`src/hw/isaPkg.sv`:
```
`default_nettype none

package isaPkg;

	// Five-bit opcodes, codes 00010 and 00011 are left undefined
	typedef enum logic [4:0] {
		HALT  = 5'b00000,
		NOP   = 5'b00001,
		J     = 5'b00100,
		JR    = 5'b00101,
		JAL   = 5'b00110,
		JALR  = 5'b00111,
		ADDI  = 5'b01000,
		SUBI  = 5'b01001,
		XORI  = 5'b01010,
		ANDNI = 5'b01011,
		BEQZ  = 5'b01100,
		BNEZ  = 5'b01101,
		BLTZ  = 5'b01110,
		BGEZ  = 5'b01111,
		ST    = 5'b10000,
		LD    = 5'b10001,
		SLBI  = 5'b10010,
		STU   = 5'b10011,
		ROLI  = 5'b10100,
		SLLI  = 5'b10101,
		RORI  = 5'b10110,
		SRLI  = 5'b10111,
		LBI   = 5'b11000,
		BTR   = 5'b11001,
		SHFR  = 5'b11010,
		ALUR  = 5'b11011,
		SEQ   = 5'b11100,
		SLT   = 5'b11101,
		SLE   = 5'b11110,
		SCO   = 5'b11111
	} opcodeT;

	// Register format
	typedef struct packed {
		opcodeT opcode;
		logic [2:0] rs;
		logic [2:0] rt;
		logic [2:0] rd;
		logic [1:0] funct;
	} rViewT;

	// Immediate format, the 8 and 11-bit fields are the low bits of the word
	typedef struct packed {
		opcodeT opcode;
		logic [2:0] rs;
		logic [2:0] rd;
		logic [4:0] imm5;
	} iViewT;

	typedef union packed {
		rViewT rView;
		iViewT iView;
	} instrU;

	typedef enum logic [2:0] {
		immNone   = 3'd0,
		immSign5  = 3'd1,
		immZero5  = 3'd2,
		immSign8  = 3'd3,
		immZero8  = 3'd4,
		immSign11 = 3'd5
	} immKindT;

	// Low two bits line up with the low opcode bits of the branch and set groups
	typedef enum logic [2:0] {
		brEqz   = 3'd0,
		brNez   = 3'd1,
		brLtz   = 3'd2,
		brGez   = 3'd3,
		brEq    = 3'd4,
		brLt    = 3'd5,
		brLe    = 3'd6,
		brCarry = 3'd7
	} brSelT;

endpackage

`default_nettype wire

```
`src/hw/pipePkg.sv`:
```
`default_nettype none

package pipePkg;

	import isaPkg::*;

	// EX/MEM wins when both are set
	typedef struct packed {
		logic exMem;
		logic memWb;
	} fwdSelT;

	typedef enum logic [2:0] {
		aluRol = 3'd0,
		aluSll = 3'd1,
		aluRor = 3'd2,
		aluSrl = 3'd3,
		aluAdd = 3'd4,
		aluOr  = 3'd5,
		aluXor = 3'd6,
		aluAnd = 3'd7
	} aluOpT;

	// Which instruction field names the write-back register
	typedef enum logic [1:0] {
		dstRd = 2'd0,
		dstRt = 2'd1,
		dstRs = 2'd2,
		dstR7 = 2'd3
	} regDstT;

	typedef struct packed {
		// Memory
		logic memWrite;
		logic memEn;
		logic memToReg;
		logic memDump;
		// ALU
		logic aluSrc2;
		logic invA;
		logic invB;
		logic sign;
		logic cin;
		aluOpT aluOp;
		logic set;
		logic btr;
		logic lbi;
		logic slbi;
		// Program flow
		logic pcSrc;
		logic jump;
		logic pcImm;
		logic pcToReg;
		logic halt;
		// Register write
		regDstT regDst;
		logic regWrite;
		brSelT brSel;
		immKindT immKind;
	} ctrlT;

	typedef struct packed {
		logic [15:0] opA;
		logic [15:0] opB;
		logic [15:0] imm;
		logic [15:0] branchPc;
	} decodeOutT;

endpackage

`default_nettype wire

```
`src/hw/controlDecoder.sv`:
```
`timescale 1ns/10ps
`default_nettype none

module controlDecoder import isaPkg::*, pipePkg::*; (
	input  opcodeT     opcode,
	input  logic [1:0] funct,
	output ctrlT       ctrl,
	output logic       err
);

	always_comb begin
		ctrl = '0;
		err = 1'b0;
		case (opcode)
			HALT: begin
				ctrl.halt = 1'b1;
				ctrl.memDump = 1'b1;
			end
			NOP: begin
				// Bundle stays clear
			end
			ADDI, SUBI: begin
				ctrl.aluSrc2 = 1'b1;
				ctrl.aluOp = aluAdd;
				ctrl.sign = 1'b1;
				// SUBI computes imm - rs
				ctrl.invA = (opcode == SUBI);
				ctrl.cin = (opcode == SUBI);
				ctrl.regWrite = 1'b1;
				ctrl.regDst = dstRt;
				ctrl.immKind = immSign5;
			end
			XORI, ANDNI: begin
				ctrl.aluSrc2 = 1'b1;
				ctrl.aluOp = (opcode == XORI) ? aluXor : aluAnd;
				ctrl.invB = (opcode == ANDNI);
				ctrl.regWrite = 1'b1;
				ctrl.regDst = dstRt;
				ctrl.immKind = immZero5;
			end
			ROLI, SLLI, RORI, SRLI: begin
				ctrl.aluSrc2 = 1'b1;
				ctrl.aluOp = aluOpT'({1'b0, opcode[1:0]});
				ctrl.regWrite = 1'b1;
				ctrl.regDst = dstRt;
				ctrl.immKind = immZero5;
			end
			ST, LD, STU: begin
				// Address is rs + imm for all three
				ctrl.memEn = 1'b1;
				ctrl.memWrite = (opcode != LD);
				ctrl.memToReg = (opcode == LD);
				ctrl.aluSrc2 = 1'b1;
				ctrl.aluOp = aluAdd;
				ctrl.sign = 1'b1;
				ctrl.regWrite = (opcode != ST);
				ctrl.regDst = (opcode == STU) ? dstRs : dstRt;
				ctrl.immKind = immSign5;
			end
			BTR: begin
				ctrl.btr = 1'b1;
				ctrl.regWrite = 1'b1;
				ctrl.regDst = dstRd;
			end
			ALUR: begin
				ctrl.regWrite = 1'b1;
				ctrl.regDst = dstRd;
				case (funct)
					2'b00: ctrl.aluOp = aluAdd;
					2'b01: ctrl.aluOp = aluAdd;
					2'b10: ctrl.aluOp = aluXor;
					default: ctrl.aluOp = aluAnd;
				endcase
				// SUB is rt - rs, ANDN inverts the second operand
				ctrl.invA = (funct == 2'b01);
				ctrl.cin = (funct == 2'b01);
				ctrl.invB = (funct == 2'b11);
				ctrl.sign = !funct[1];
			end
			SHFR: begin
				ctrl.aluOp = aluOpT'({1'b0, funct});
				ctrl.regWrite = 1'b1;
				ctrl.regDst = dstRd;
			end
			SEQ, SLT, SLE, SCO: begin
				ctrl.set = 1'b1;
				ctrl.aluOp = aluAdd;
				ctrl.sign = 1'b1;
				ctrl.invB = (opcode != SCO);
				ctrl.cin = (opcode != SCO);
				ctrl.brSel = brSelT'({1'b1, opcode[1:0]});
				ctrl.regWrite = 1'b1;
				ctrl.regDst = dstRd;
			end
			BEQZ, BNEZ, BLTZ, BGEZ: begin
				ctrl.pcSrc = 1'b1;
				ctrl.brSel = brSelT'({1'b0, opcode[1:0]});
				ctrl.immKind = immSign8;
			end
			LBI, SLBI: begin
				ctrl.aluSrc2 = 1'b1;
				ctrl.lbi = (opcode == LBI);
				ctrl.slbi = (opcode == SLBI);
				ctrl.aluOp = aluOr;
				ctrl.regWrite = 1'b1;
				ctrl.regDst = dstRs;
				ctrl.immKind = (opcode == LBI) ? immSign8 : immZero8;
			end
			J, JR, JAL, JALR: begin
				ctrl.pcImm = 1'b1;
				// JR and JALR take rs as the target base
				ctrl.jump = opcode[0];
				ctrl.pcToReg = opcode[1];
				ctrl.regWrite = opcode[1];
				ctrl.regDst = opcode[1] ? dstR7 : dstRd;
				ctrl.immKind = opcode[0] ? immSign8 : immSign11;
			end
			default: begin
				err = 1'b1;
			end
		endcase
	end

endmodule

`default_nettype wire

```
`src/hw/immExtender.sv`:
```
`timescale 1ns/10ps
`default_nettype none

module immExtender import isaPkg::*; (
	input  instrU       instr,
	input  immKindT     immKind,
	output logic [15:0] imm
);

	logic [4:0] imm5;
	logic [7:0] imm8;
	logic [10:0] imm11;

	// Wider fields grow upward from the same low bits
	assign imm5 = instr.iView.imm5;
	assign imm8 = {instr.iView.rd, instr.iView.imm5};
	assign imm11 = {instr.iView.rs, instr.iView.rd, instr.iView.imm5};

	always_comb begin
		case (immKind)
			immSign5: imm = {{11{imm5[4]}}, imm5};
			immZero5: imm = {11'd0, imm5};
			immSign8: imm = {{8{imm8[7]}}, imm8};
			immZero8: imm = {8'd0, imm8};
			immSign11: imm = {{5{imm11[10]}}, imm11};
			default: imm = 16'd0;
		endcase
	end

endmodule

`default_nettype wire

```
`src/hw/regFileBypass.sv`:
```
`timescale 1ns/10ps
`default_nettype none

module regFileBypass (
	input  logic        clk,
	input  logic        rstN,
	input  logic [2:0]  readSel1,
	input  logic [2:0]  readSel2,
	input  logic [2:0]  writeSel,
	input  logic [15:0] writeData,
	input  logic        writeEn,
	output logic [15:0] readData1,
	output logic [15:0] readData2
);

	logic [7:0][15:0] regs;
	logic hit1;
	logic hit2;

	always_ff @(posedge clk or negedge rstN) begin
		if (!rstN) begin
			regs <= '0;
		end else if (writeEn) begin
			regs[writeSel] <= writeData;
		end
	end

	// A read of the register being written sees the new value this cycle
	assign hit1 = writeEn && (readSel1 == writeSel);
	assign hit2 = writeEn && (readSel2 == writeSel);

	assign readData1 = hit1 ? writeData : regs[readSel1];
	assign readData2 = hit2 ? writeData : regs[readSel2];

endmodule

`default_nettype wire

```
`src/hw/branchCompare.sv`:
```
`timescale 1ns/10ps
`default_nettype none

module branchCompare import isaPkg::*; (
	input  logic [15:0] a,
	input  logic [15:0] b,
	input  brSelT       brSel,
	output logic        cond
);

	logic [16:0] sum;

	assign sum = {1'b0, a} + {1'b0, b};

	always_comb begin
		case (brSel)
			brEqz: cond = (a == 16'd0);
			brNez: cond = (a != 16'd0);
			brLtz: cond = a[15];
			brGez: cond = !a[15];
			brEq: cond = (a == b);
			brLt: cond = ($signed(a) < $signed(b));
			brLe: cond = ($signed(a) <= $signed(b));
			default: cond = sum[16];
		endcase
	end

endmodule

`default_nettype wire

```
`src/hw/decodeStage.sv`:
```
`timescale 1ns/10ps
`default_nettype none

module decodeStage import isaPkg::*, pipePkg::*; (
	input  logic        clk,
	input  logic        rstN,
	input  instrU       instr,
	input  logic [15:0] pcInc,
	input  logic [15:0] wbData,
	input  instrU       wbInstr,
	input  logic [1:0]  wbRegDst,
	input  logic        wbRegWrite,
	input  fwdSelT      fwdA,
	input  fwdSelT      fwdB,
	input  logic [15:0] exMemData,
	input  logic [15:0] memWbData,
	output ctrlT        ctrl,
	output decodeOutT   data,
	output logic        cond,
	output logic        err
);

	logic [15:0] readData1;
	logic [15:0] readData2;
	logic [15:0] opA;
	logic [15:0] opB;
	logic [15:0] imm;
	logic [15:0] targetBase;
	logic [2:0] writeSel;

	// EX/MEM is the younger result, so it is checked first
	function automatic logic [15:0] fwdMux(input fwdSelT sel, input logic [15:0] regVal,
			input logic [15:0] exMem, input logic [15:0] memWb);
		return sel.exMem ? exMem : (sel.memWb ? memWb : regVal);
	endfunction

	controlDecoder ctrlDec (
		.opcode(instr.rView.opcode),
		.funct(instr.rView.funct),
		.ctrl(ctrl),
		.err(err)
	);

	immExtender immExt (
		.instr(instr),
		.immKind(ctrl.immKind),
		.imm(imm)
	);

	// Destination comes from the retiring instruction, not the one in decode
	always_comb begin
		case (wbRegDst)
			dstRd: writeSel = wbInstr.rView.rd;
			dstRt: writeSel = wbInstr.rView.rt;
			dstRs: writeSel = wbInstr.rView.rs;
			default: writeSel = 3'd7;
		endcase
	end

	regFileBypass regFile (
		.clk(clk),
		.rstN(rstN),
		.readSel1(instr.rView.rs),
		.readSel2(instr.rView.rt),
		.writeSel(writeSel),
		.writeData(wbData),
		.writeEn(wbRegWrite),
		.readData1(readData1),
		.readData2(readData2)
	);

	assign opA = fwdMux(fwdA, readData1, exMemData, memWbData);
	assign opB = fwdMux(fwdB, readData2, exMemData, memWbData);

	branchCompare brCmp (
		.a(opA),
		.b(opB),
		.brSel(ctrl.brSel),
		.cond(cond)
	);

	// Register jumps add to rs, everything else to the next PC; carry dropped
	assign targetBase = ctrl.jump ? opA : pcInc;

	assign data.opA = opA;
	assign data.opB = readData2;
	assign data.imm = imm;
	assign data.branchPc = imm + targetBase;

endmodule

`default_nettype wire

```
`config.mk`:
```
export PLATFORM = sky130hd
export DESIGN_NAME = decodeStage
export DESIGN_NICKNAME = d
export VERILOG_FILES = /design/src/hw/isaPkg.sv /design/src/hw/pipePkg.sv /design/src/hw/controlDecoder.sv /design/src/hw/immExtender.sv /design/src/hw/regFileBypass.sv /design/src/hw/branchCompare.sv /design/src/hw/decodeStage.sv
export SDC_FILE = /design/constraint.sdc
export NUM_CORES = 1
export LEC_CHECK = 0
export ABC_AREA = 1
export BUFFER_PORTS_ARGS = -buffer_cell sky130_fd_sc_hd__buf_2
export CORE_MARGIN = 2
export CORE_UTILIZATION = 35
export CTS_BUF_LIST = sky130_fd_sc_hd__clkbuf_4
export DETAILED_ROUTE_END_ITERATION = 10
export GPL_ROUTABILITY_DRIVEN = 1
export HOLD_SLACK_MARGIN = 0.05
export SLEW_MARGIN = 20
export SYNTH_ARGS = -nofsm -noshare
export SYNTH_HDL_FRONTEND = slang
export SYNTH_SLANG_ARGS = --single-unit
```
`constraint.sdc`:
```
create_clock -name clk -period 6.8 [get_ports clk]
set_clock_uncertainty 0.05 [all_clocks]
set_input_delay 1.02 -clock clk [delete_from_list [all_inputs] [get_ports clk]]
set_output_delay 1.02 -clock clk [all_outputs]
set_load 0.02 [all_outputs]
```
======== Yosys cells after proc, flatten, opt, wreduce, memory -nomap -nowiden ========
Cells that the tools add are included.
cells by class
  add/sub/neg operators ................... 2
  multipliers ............................. 0
  divide/modulo/power cells ............... 0
  $lt $le $gt $ge ......................... 6
  equality and inequality tests ........... 51
  shifts and indexed selects .............. 0
  multiplexer cells ....................... 40
  bitwise operators ....................... 0
  reductions and logical operators ........ 27
operator list
  cell                count
  $mux 16             10
  $bwmux 128          1
  $bmux 16 s3         2
  $eq 5x5->1 const B  16
  $pmux 16 s5         1
  $demux 16 s3        1
  $eq 5x4->1 const B  8
  $pmux 3 s5          2
  $reduce_or 30->1    1
  $eq 5x3->1 const B  4
  $pmux 3 s6          1
  $add 16x16->17      1
  $add 16x16->16      1
  $eq 16x16->1        1
  $le 16x16->1        1
  $logic_not 16->1    1
  $lt 16x16->1        1
  $reduce_bool 16->1  1
  $reduce_or 4->1     4
  $eq 3x3->1 const B  5
  $ne 5x5->1 const B  3
  $reduce_or 13->1    1
  $eq 3x2->1 const B  4
  $lt 3x4->1 const B  3
  other kinds (27)    52
storage, ports and cells
  bits in registers ....................... 128
  latch bits .............................. 0
  bits in writable memories ............... 0
  memory bits (read-only) ................. 0
  bits of input ports ..................... 105
  output and inout port bits .............. 96
  word-level logic and storage cells ...... 134
  memories kept ........................... 0

======== Depth between registers and ports, before layout ========
Gate-level depths: netlist of run 1.
  word-level depth ........................ 9
  mapped depth ............................ 27
  depth with buffers taken out ............ 25

======== By module ========
A second synthesis of run 1 with hierarchy kept.
second synthesis, totals
  cells, all modules ...................... 1,903
  area, all modules ....................... 11,399.7 um^2
modules (own cells, without submodules)
  module          times used  cells each  area an instance (um^2)  seq. area each (um^2)
  regFileBypass   1           1,196       7,787.5                  3,203.1
  decodeStage     1           391         1,905.6                  0.0
  branchCompare   1           166         989.7                    0.0
  controlDecoder  1           116         526.8                    0.0
  immExtender     1           34          190.2                    0.0

======== Worst setup path after synthesis of run 1 ========
No wires, ideal clock.
  path type ............................... in2out
  from .................................... input port instr[12] (netlist bit)
  to ...................................... output port data[15] (netlist bit)
  data arrival time ....................... 4.805 ns
  data required time ...................... 5.730 ns
  path slack .............................. 0.925 ns
  cell stages on the path ................. 18
  buffers on the path ..................... 1
  path through ............................ clkbuf_1 > inv_1 > nor2_1 > inv_1 > o21ai_0 > nor2_1 > o21ai_0 > ha_1 > a21oi_1 > o21a_1 > nand2_1 > a21boi_0 > o21ai_0 > a21boi_0 > o21ai_0 > a21oi_1 > nand3_1 > nand2_1
RTL lines
  item         RTL line           text
  from (decl)  decodeStage.sv:7   input instrU instr,
  to (decl)    decodeStage.sv:18  output decodeOutT data,

==> results.txt, run 1 <==
The number of buffers added by the clock tree synthesis step came out at 17. The clock root buffer is sky130_fd_sc_hd__clkbuf_4. The headroom to the max-slew limit came out at between 30 and 40%. Of the total power, registers draw 40.4%. The library cell used most frequently in the layout, excluding fill and tap cells, is sky130_fd_sc_hd__nand2_1. The number of sinks on the clock net came out at 128. In the final design database the tool counted 1909 nets. The final worst-path cycle share is 93.1%. The area growth from synthesis to layout is 15.1%. The final hold violation count is 0. After legalization and detailed placement, the total HPWL measured 28.9 mm. TritonCTS built the clock tree. The number of core rows is 63.

Setup repair after global routing left no endpoint under its margin. The largest vdd supply drop is 0.0000832 V. The maximum root-to-sink buffer count came out at 2.

The proportion of power drawn by the clock network came out at 18.6%. The net count after synthesis is about 1800. The y dimension of the die is 177 um.

The cell total after placement came out at 2127. The smallest hold slack came out at 0.447 ns. The number of max-cap violations is 0. The number of remaining DRC errors is 0.

Counting distinct cell types in the post-synthesis netlist gives 42. The leakage component of the power came out at 6.20 nW. The portion of the post-synthesis area used by sequential elements is 30.7%. The number of nets still failing antenna checks after routing came out at 0. The overall power consumption came out at ~2.8 mW. The final standard cell utilization of the core is between 40% and 50%. The pin count of the biggest net entering global routing is 72.

The critical path is of the primary input to output port type. STA classifies the critical path startpoint as a primary input. The detailed-route vias per instance is 5.29. The worst path needs roughly 6.3 ns of the cycle, external delays included.

The top-level port count is between 200 and 250. The setup slack after layout is 0.468 ns. In the global route stage, overall resource usage came out at 24.9%. The summed instance area of the synthesized netlist is between 10000 and 15000 um2. The routed layout has 11400 vias.

The class of the tightest hold or removal check is flop to flop. The cell-internal power came out at ~1.6 mW. The starting utilization of the core area came out at approximately 35%. regFile.regs holds more flip-flops than any other register. The flow ran to the end, and the final reports show no timing, DRC or antenna violations.

The cell count after synthesis is about 1600. The kind of end point of the critical path is an output port. Summed over all layers, the global routing overflow is 0. The worst setup slack before clock tree synthesis came out at 0.487 ns.

The clock-pin slew on the worst setup and hold paths is between 0.1 and 0.15 ns. The H-tree was split into 4 levels. The total iterations of the first detailed-routing run is 5. The finished layout holds 2161 standard cells, fillers aside.

The final count of pins violating max slew came to 0. Routability-driven placement finished with a final weighted congestion of 1.00. Hold repair after CTS inserted 0 buffers.

The Yosys step of the flow raised 0 warnings. The total setup buffers inserted after CTS is 0. The final routed wirelength across all metal layers is 39.4 mm.

The number of port buffers came out at 193. The transition at the pin with the smallest max-transition slack came out at roughly 0.94 ns. The total area inside the core boundary comes to 29500 um2. The share of total power dissipated in combinational logic is between 40% and 50%.

Once layout is done, the placed cells without fillers occupy ~12000 um2. The layout has about 3200 filler cells. The setup total negative slack came out at 0 ns. In this run the worst path has a maximum fanout of 14. The global-route wire length before repair came out at ~60 mm. In this run the mean area of a mapped cell was between 6 and 7 um2. The standard cell area after detailed placement came out at 11700 um2.

At the worst endpoint, the required time is 5.73 ns. The switching power is 1.18 mW. The mean routed wirelength per cell is 18.2 um. The later pin in the worst-skew pair is clocked with a latency of between 0.5 and 0.6 ns. STA puts the critical path data arrival time at 5.26 ns. The via count of the first global-routing pass was 10500. In this run, synthesis produced a sequential element count of 128. In the layout the commonest cells are sky130_fd_sc_hd__nand2_1, sky130_fd_sc_hd__o21ai_0, sky130_fd_sc_hd__buf_2, sky130_fd_sc_hd__inv_1, sky130_fd_sc_hd__a21oi_1. After the first detailed-routing iteration, the DRC count stood at 986. The number of flip-flops in the largest register is ~130. Net switching is a little over two fifths of the power. The maximum frequency from static timing analysis is ~0.16 GHz. The largest registers in the layout are regFile.regs: 128 flops. Setup violations remaining at the end of the flow were counted as 0.

The post-route netlist has 16.9% of its cells at a drive strength greater than 1. The power density normalized to cell area came out at 230 nW/um2. The die boundary width is 177 um. The initial antenna violation count is 6.

The die covers about 31000 um2.
-- metal layers --
| metal | global-route usage (%) | part of all wire, % |
|---|---|---|
| met1 | 31.2 | 42 |
| met2 | 42.9 | 48 |
| met3 | 4.47 | 6.8 |
| met4 | 8.78 | 3.1 |
| met5 | 0 | 0.071 |
-- cell usage after synthesis, drive strengths merged --
cell type	n	share of area, %
nor4	3	0.18
xnor2	3	0.25
o31a	1	0.084
a21oi	154	7.4
inv	198	7.1
ha	47	5.6
o311ai	1	0.084
and3	1	0.060
nand3	81	4.0
nor3	12	0.58
xor2	12	1.0
nand2	354	13
dfrtp	128	31
nor2	124	4.6
fa	1	0.19
a2111oi	1	0.084
clkinv	1	0.036
o21ai	291	14
or2	12	0.72
o21a	5	0.36
o211ai	35	2.5
o21bai	1	0.072
a32oi	1	0.084
buf	36	1.9
nand4	11	0.66
a211oi	1	0.072
a31oi	10	0.60
clkbuf	65	2.3
nand2b	1	0.060
a22oi	15	1.5
a21boi	2	0.14
o2111ai	1	0.084
-- final cells by class --
type,instances,area [um2],area share (%)
Tap cell,390,488,4.06
Multi-Input combinational cell,1181,6060,50.4
Clock buffer,17,128,1.06
Antenna cell,3,7.51,0.0625
Sequential cell,128,3200,26.7
Clock inverter,14,143,1.19
Inverter,199,747,6.22
Timing Repair Buffer,229,1240,10.3
-- critical path, stage by stage --
cell and delay (ns):
sky130_fd_sc_hd__buf_2 0.17, sky130_fd_sc_hd__inv_1 0.47, sky130_fd_sc_hd__buf_4 0.32, sky130_fd_sc_hd__a21oi_1 0.05
sky130_fd_sc_hd__o21ai_0 0.09, sky130_fd_sc_hd__o21ai_0 0.11, sky130_fd_sc_hd__nand2_1 0.07, sky130_fd_sc_hd__nand2_1 0.06
sky130_fd_sc_hd__nand2_1 0.06, sky130_fd_sc_hd__nand3_1 0.12, sky130_fd_sc_hd__nand2_1 0.09, sky130_fd_sc_hd__nand2_1 0.14
sky130_fd_sc_hd__o21ai_0 0.22, sky130_fd_sc_hd__ha_1 0.31, sky130_fd_sc_hd__a21oi_1 0.17, sky130_fd_sc_hd__o21a_1 0.12
sky130_fd_sc_hd__nand2_1 0.08, sky130_fd_sc_hd__a21boi_0 0.31, sky130_fd_sc_hd__o21ai_0 0.27, sky130_fd_sc_hd__a21boi_0 0.36
sky130_fd_sc_hd__o21ai_0 0.13, sky130_fd_sc_hd__a21oi_1 0.18, sky130_fd_sc_hd__nand2b_1 0.13, sky130_fd_sc_hd__nand2_1 0.04
sky130_fd_sc_hd__buf_2 0.15
-- logic make-up (layout without fill, tap and decap cells) --
kind of cell,count (synthesis),after routing,synth area share [%]
other,0,3,0
AOI/OAI and AO/OA,519,519,27.0
and+or+nand+nor,599,599,23.8
xor gates and xnor gates,15,15,1.26
adders and majority gates,48,48,5.83
buffers and inverters,300,459,11.4
DFF,128,128,30.7
-- power by group through the flow --
| stage | Combinational, mW | Clock, mW | Sequential [mW] |
|---|---|---|---|
| 2_1_floorplan | 0.786 | 0 | 1.10 |
| 3_3_place_gp | 1.11 | 0 | 1.12 |
| 3_5_place_dp | 1.13 | 0 | 1.13 |
| 4_1_cts | 1.13 | 0.531 | 1.11 |
| 5_1_grt | 1.28 | 0.563 | 1.15 |
| 6_report | 1.13 | 0.515 | 1.12 |
-- what timing repair did --
item | CTS | global route
setup endpoints to repair | 0 | 1
endpoints found under the hold margin | 0 | 0
resized for setup | 0 | 1
-- path summary, 6_finish.rpt --
check / cells after the start / startpoint / to / slack (ns)
worst max-delay path: 25 / instr[9] / data[15] / 0.47
min in group asynchronous: 1 / rstN / regFile.regs[88] / 0.48
worst min-delay path: 2 / regFile.regs[104] / regFile.regs[104] / 0.45
worst min register to register: 2 / regFile.regs[104] / regFile.regs[104] / 0.45
max in group asynchronous: 2 / rstN / regFile.regs[103] / 4.80
worst max register to register: 2 / regFile.regs[60] / regFile.regs[60] / 6.03
(Power assumes the default switching activity.)
==> run 2: changes to the inputs <==
--- a/config.mk
+++ b/config.mk
@@ -6,7 +6,7 @@
 export NUM_CORES = 1
 export LEC_CHECK = 0
 export ABC_AREA = 1
-export BUFFER_PORTS_ARGS = -buffer_cell sky130_fd_sc_hd__buf_2
+export BUFFER_PORTS_ARGS = -buffer_cell sky130_fd_sc_hd__clkbuf_2
 export CORE_MARGIN = 2
 export CORE_UTILIZATION = 35
 export CTS_BUF_LIST = sky130_fd_sc_hd__clkbuf_4
==> constraint.sdc (replaced) <==
create_clock -name clk -period 6.8 [get_ports clk]
set_clock_uncertainty 0.05 [all_clocks]
set_input_delay 0.34 -clock clk [delete_from_list [all_inputs] [get_ports clk]]
set_output_delay 0.34 -clock clk [all_outputs]
set_load 0.02 [all_outputs]
==> results.txt, run 2 (synthesis results as in run 1) <==
Detailed routing placed a total of 18.5 mm of wire on met2. In this run the most critical hold path is launched from wbData[15]. The data arrival time of the worst path is between 4 and 5 ns. The largest vdd supply drop came out at a little under 0.00009 V. STA classifies the critical path endpoint as an output port. The finished cells cover between 10000 and 15000 um2. Clock tree synthesis selected as its root buffer the cell sky130_fd_sc_hd__clkbuf_4.

Summed over all failing endpoints, the final setup total negative slack is 0 ns. The area growth from synthesis to layout is 14.6%. Overall power consumption after layout is estimated at 2.69 mW. More flip-flops sit in one register than any other, and that register is regFile.regs. The proportion of power drawn by flip-flops and latches is 41.7%. The switching power is 1.17 mW. Global routing used about a quarter of the available tracks. The detailed-route vias per instance is 5.34. The required time of the critical path came out at approximately 6.4 ns. The proportion of power drawn by the clock network is 16.2%. The most critical setup path has its startpoint at instr[6]. After detailed routing, the total wire length is 39.4 mm.

The standard cell area after detailed placement came out at 11600 um2. Summed over all nets, the half-perimeter wirelength after detailed placement is 28.1 mm. The number of buffers added by the clock tree synthesis step came out at 17. At the end of routability-driven placement, the weighted congestion stood at 0.929. After detailed routing, the wire length on met1 is 16.7 mm.

The die is 177 um wide. The kind of cell with the highest combined delay along the critical path is buffers and inverters. Setup repair after global routing left no endpoint under its margin. The top-level port count is between 200 and 250. The largest registers in the layout are regFile.regs: 128 flops. The cell-internal power is approximately 1.5 mW. The top routing layer in use is met5. The detailed-routed wire length on met3 came out at 2.94 mm. The run finished with clean final reports.

The final hold violation count came out at 0. In the layout the commonest cells are sky130_fd_sc_hd__nand2_1, sky130_fd_sc_hd__o21ai_0, sky130_fd_sc_hd__clkbuf_2, sky130_fd_sc_hd__inv_1, sky130_fd_sc_hd__a21oi_1. The die area is 31200 um2.

The total iterations of the first detailed-routing run came out at 5. The later-pin clock latency in the skew report is 0.56 ns. The detailed-route via count is 11500. The maximum level of the CTS H-tree came out at 4. STA classifies the critical path startpoint as a primary input. The initial antenna violation count is 4. In the routed design, unresolved DRC markers number 0.

The number of core rows is 63. The number of max-cap violations is 0. The clock-pin slew on the worst setup and hold paths is roughly 0.11 ns. The signal on the critical path passes through clkbuf_2, inv_1, buf_4, a21oi_1, o21ai_0, nand3_1, a31oi_1, nand2_1, a22oi_1, ha_1, inv_1, nand2_1, nor2_1, and3_1, inv_1, o21ai_0, xor2_1, nand2_1, nand3_1, nand3_1, nor2_1, nand4_1, clkbuf_2.

The number of non-filler instances in the completed layout came out at 2158. Of the total power, combinational logic draws 42.1%. The initial utilization of the core area, before any placement, comes to between 30% and 40%. The final count of pins violating max slew is 0. The mean routed wirelength per cell is ~18 um. The power density normalized to cell area came out at 225 nW/um2. TritonCTS built the clock tree. The maximum root-to-sink buffer count is 2. The final count of negative-setup-slack endpoints is 0. In this run the critical register-to-register path is launched from regFile.regs[38]. The number of buffer and inverter instances along the worst setup path is 6. The final standard cell utilization of the core is about 40%. The number of nets still failing antenna checks after routing is 0.

In this run switching power makes up 43.6% of total power. The final worst-path cycle share is 77.1%. The critical-path maximum fanout is 20. The shortest clock period the worst path allows after layout came out at 5.24 ns. The y dimension of the die is about 180 um. Leaving out fill and tap cells, the most frequent cell in the layout is sky130_fd_sc_hd__nand2_1. The global-route wire length before repair came out at between 50 and 60 mm. Summed over all cells, the static leakage comes to 6.17 nW.

After filler insertion, the fill cell instance count of the layout stands at about 3200. The slowest stage of the critical path is the sky130_fd_sc_hd__inv_1 cell. Summing all multi-input logic gate instances after layout gives 6050 um2. The number of port buffers is approximately 190. The kind of critical path is primary input to output port.

The via count of the first global-routing pass came out at 10400. The headroom to the max-slew limit came out at 26.6%. The area inside the core boundary came out at 29500 um2. CTS saw between 100 and 150 sinks. Cells with a size suffix above 1 make up 16.2% of the layout. The maximum frequency from static timing analysis is roughly 0.19 GHz. The total overflow reported by the global router is 0. Entering global routing, the biggest net connects about 110 pins. The register with the most flip-flops in the layout has ~130 of them. The number of DRC markers in iteration 0 is 915. The transition at the pin with the smallest max-transition slack is 1.10 ns. The worst hold path belongs to the class primary input to flop.

The number of nets in the layout is about 1900. Including well taps, the total number of placed cells is around 2100. The sequential cell area came out at approximately 3200 um2. The critical path's largest stage delay is between 0.7 and 0.8 ns.
==> run 2: changes by cell type in the layout (fill, tap and decap cells not counted), moves of 2 or more <==
cell / previous run / this run
sky130_fd_sc_hd__bufinv_16: 2 / 0
sky130_fd_sc_hd__clkinv_2: 2 / 6
sky130_fd_sc_hd__clkbuf_4: 17 / 19
sky130_fd_sc_hd__buf_4: 37 / 25
sky130_fd_sc_hd__diode_2: 3 / 1
sky130_fd_sc_hd__clkinvlp_4: 4 / 2
sky130_fd_sc_hd__dlygate4sd3_1: 0 / 10
sky130_fd_sc_hd__clkbuf_2: 0 / 191
sky130_fd_sc_hd__buf_2: 192 / 1
==> run 2: repair_timing <==
item                      in CTS  in global routing
hold endpoints to repair      48                  0
setup buffers                  0                  0
resized for setup              0                  0
hold buffers                  10                  0
==> run 2: final timing paths <==
check	depth (start not counted)	endpoint	slack, ns
max	23	cond	1.56
min	3	regFile.regs[127]	0.13
max reg2reg	2	regFile.regs[38]	6.02
min in group asynchronous	2	regFile.regs[98]	0.27
min reg2reg	2	regFile.regs[8]	0.44
max in group asynchronous	4	regFile.regs[9]	4.82
==> run 2: stage by stage <==
stage                     hold slack, ns  setup slack (ns)
after floorplan                 -0.00559              2.29
final                              0.129              1.56
after global placement             0.300              1.72
after detailed placement           0.305              1.63
after CTS                         0.0954              1.61
after global routing               0.129              1.30
==> run 2: worst min-delay path, stage by stage <==
cell,delay (ns)
sky130_fd_sc_hd__clkbuf_2,0.09
sky130_fd_sc_hd__inv_1,0.12
sky130_fd_sc_hd__a21oi_1,0.15
==> run 2: power groups by stage <==
stage          clock network [mW]  logic (mW)  registers (mW)
2_1_floorplan                   0       0.786            1.10
3_3_place_gp                    0        1.10            1.12
3_5_place_dp                    0        1.12            1.13
4_1_cts                     0.454        1.13            1.11
5_1_grt                     0.484        1.27            1.15
6_report                    0.436        1.13            1.12
==> run 2: cell type report <==
| type | count | share of cell area [%] |
|---|---|---|
| antenna | 1 | 0.0209 |
| clock buffer | 19 | 1.19 |
| clock inverter | 13 | 0.617 |
| inverter | 199 | 6.25 |
| multi-input combinational | 1181 | 50.6 |
| sequential | 128 | 26.8 |
| tap | 390 | 4.08 |
| timing repair buffer | 227 | 10.4 |
==> run 2: routing by layer <==
metal  vias to the layer above  GRT usage [%]
met5                         -              0
met4                         2           9.75
met3                        66           4.34
met2                       482           42.1
met1                      5347           31.7
li1                       5623              -
==> run 3: changes to the inputs <==
==> constraint.sdc (replaced) <==
create_clock -name clk -period 4.9 [get_ports clk]
set_clock_uncertainty 0.05 [all_clocks]
set_input_delay 0.245 -clock clk [delete_from_list [all_inputs] [get_ports clk]]
set_output_delay 0.245 -clock clk [all_outputs]
set_load 0.02 [all_outputs]
==> results.txt, run 3 (synthesis results as in run 1) <==
The transition at the pin with the smallest max-transition slack came out at 0.805 ns. The power density normalized to cell area is 320 nW/um2. STA classifies the critical path endpoint as an output port. Including well taps, the total number of placed cells is 2134. The kind of critical path is primary input to output port. Leaving out fill and tap cells, the most frequent cell in the layout is sky130_fd_sc_hd__nand2_1. The number of fill cells came out at ~3200. The pin count of the biggest net entering global routing is approximately 110.

The required time of the critical path came out at around 4.6 ns. The top-level port count is ~200. The number of flip-flops in the largest register is 128. The largest vdd supply drop came out at approximately 0.00011 V. The maximum frequency from static timing analysis is about 0.22 GHz. The total iterations of the first detailed-routing run is 5. Setup violations remaining at the end of the flow were counted as 0. The number of sinks on the clock net is 128. The tool flagged a number of max-cap violations equal to 0. The path class of the tightest hold or removal check is primary input to flop. Dividing the detail-routed wire length by the instance count gives 18.3 um. The later-pin clock latency in the skew report is roughly 0.55 ns.

The number of remaining DRC errors is 0. The routability congestion estimate came out at around 0.95. The data arrival time of the worst path came out at 4.32 ns.

The area added between synthesis and finish came out at 17.6%. The detailed-route vias per instance is 5.33. Excluding fillers, the count of instances in the completed layout stands at 2182. The final hold violation count is 0. The run finished with clean final reports. Clock tree synthesis selected as its root buffer the cell sky130_fd_sc_hd__clkbuf_4. The final HPWL from detailed placement is ~29 mm.

The worst setup slack before clock tree synthesis is 0.0674 ns. Setup repair after global routing could not meet its margin everywhere. After routing the design area is ~12000 um2. The number of nets in the layout came out at 1931.

The initial antenna violation count is 2. The headroom to the max-slew limit is 46.3%. Wires add up to 39.8 mm. The die is 177 um tall.

The largest registers in the layout are regFile.regs: 128 flops. The final standard cell utilization of the core is approximately two fifths. Leaving out fill and tap cells, the most frequent cells in the layout are sky130_fd_sc_hd__nand2_1, sky130_fd_sc_hd__o21ai_0, sky130_fd_sc_hd__clkbuf_2, sky130_fd_sc_hd__inv_1, sky130_fd_sc_hd__a21oi_1. The total overflow reported by the global router came out at 0.

The die area is 31200 um2. The maximum level of the CTS H-tree came out at 4. In this run, CTS created clock tree buffers numbering 17. The area inside the core boundary is 29500 um2. The leakage component of the power is 6.33 nW. Counting along the longest clock path gives a buffer depth of 2. The shortest clock period the worst path allows after layout came out at 4.62 ns. The number of nets still failing antenna checks after routing came out at 0. Measured along the x axis, the die boundary spans between 150 and 200 um.

For this block, the initial DRC count from the detailed router was 1034. The global-route wire length before repair came out at 59.4 mm. The standard cell area after detailed placement is roughly 12000 um2. The type of element launching the critical path is a primary input. The final worst-path cycle share is 94.2%. The clock tree from TritonCTS is built. Across every metal layer, demand over resource in global routing totals 24.9%. The final count of pins violating max slew came out at 0.

The clock-pin slew on the worst setup and hold paths is 0.11 ns. Input and output buffers added on the ports amount to 193. The setup slack after layout is around 0.28 ns. The floorplan has 63 rows.

The detailed-route via count is 11600. The starting utilization of the core area is between 30% and 40%. The register containing the most flip-flops in the final layout is regFile.regs. The fraction of layout instances using a drive strength above 1 came out at between 10% and 20%. The via count of the first global-routing pass was about 11000. The critical-path maximum fanout came out at 10.
## run 3: final timing paths
check                                  from           endpoint  slack (ns)  cells after the start
max                             wbRegDst[0]               cond        0.28                     23
min                               wbData[4]  regFile.regs[116]        0.08                      3
max reg2reg                regFile.regs[50]   regFile.regs[50]        4.12                      2
min reg2reg                regFile.regs[44]   regFile.regs[44]        0.45                      2
max in group asynchronous              rstN  regFile.regs[117]        3.48                      3
min in group asynchronous              rstN  regFile.regs[111]        0.23                      2
## run 3: cell type report
type                            instances  area, um2  share of cell area [%]
Inverter                              199        747                    6.09
Clock buffer                           19        143                    1.16
Clock inverter                         12        144                    1.17
Antenna cell                            2       5.00                  0.0408
Timing Repair Buffer                  251       1470                    11.9
Sequential cell                       128       3200                    26.1
Tap cell                              390        488                    3.98
Multi-Input combinational cell       1181       6080                    49.5
## run 3: metal layers
| layer | share of wire [%] | track usage [%] |
|---|---|---|
| met5 | 0 | 0 |
| met1 | 41 | 31.0 |
| met3 | 7.6 | 4.92 |
| met2 | 47 | 41.6 |
| met4 | 4.3 | 11.3 |
## run 3: worst max-delay path, stage by stage
cell and delay (ns):
sky130_fd_sc_hd__clkbuf_2 0.13, sky130_fd_sc_hd__nor2_1 0.20, sky130_fd_sc_hd__nand2_1 0.13, sky130_fd_sc_hd__nand3_2 0.16, sky130_fd_sc_hd__nand2_2 0.06, sky130_fd_sc_hd__nand2_2 0.09, sky130_fd_sc_hd__nor2_2 0.04, sky130_fd_sc_hd__nand2_2 0.27
sky130_fd_sc_hd__buf_4 0.24, sky130_fd_sc_hd__nand2_1 0.06, sky130_fd_sc_hd__nand3_1 0.12, sky130_fd_sc_hd__nand2_1 0.07, sky130_fd_sc_hd__nand2_1 0.21, sky130_fd_sc_hd__inv_1 0.13, sky130_fd_sc_hd__ha_1 0.41, sky130_fd_sc_hd__nor4_1 0.43
sky130_fd_sc_hd__o21ai_0 0.24, sky130_fd_sc_hd__o311ai_0 0.19, sky130_fd_sc_hd__a21oi_1 0.12, sky130_fd_sc_hd__o21ai_1 0.34, sky130_fd_sc_hd__nand2_1 0.08, sky130_fd_sc_hd__nand4_1 0.13, sky130_fd_sc_hd__clkbuf_2 0.18
## run 3: power by group
group | leakage (nW) | switching, mW | internal [mW] | total, mW
Combinational | 4.58 | 1.03 | 0.568 | 1.60
Sequential | 1.60 | 0.197 | 1.36 | 1.56
Clock | 0.151 | 0.408 | 0.356 | 0.764
## run 3: through the flow
stage | total power [mW] | hold slack, ns | setup TNS [ns]
after floorplan | 2.61 | -0.101 | 0
after global placement | 3.11 | 0.292 | 0
after detailed placement | 3.15 | 0.291 | 0
after CTS | 3.92 | 0.0705 | 0
after global routing | 4.22 | 0.0684 | -0.00975
final | 3.92 | 0.0839 | 0
## run 3: what timing repair did
| item | 4_1_cts | 5_1_grt |
|---|---|---|
| setup endpoints to repair | 0 | 2 |
| hold endpoints to repair | 71 | 0 |
| resized for setup | 0 | 7 |
| buffers inserted | 0 | 2 |
| hold buffers | 13 | 0 |
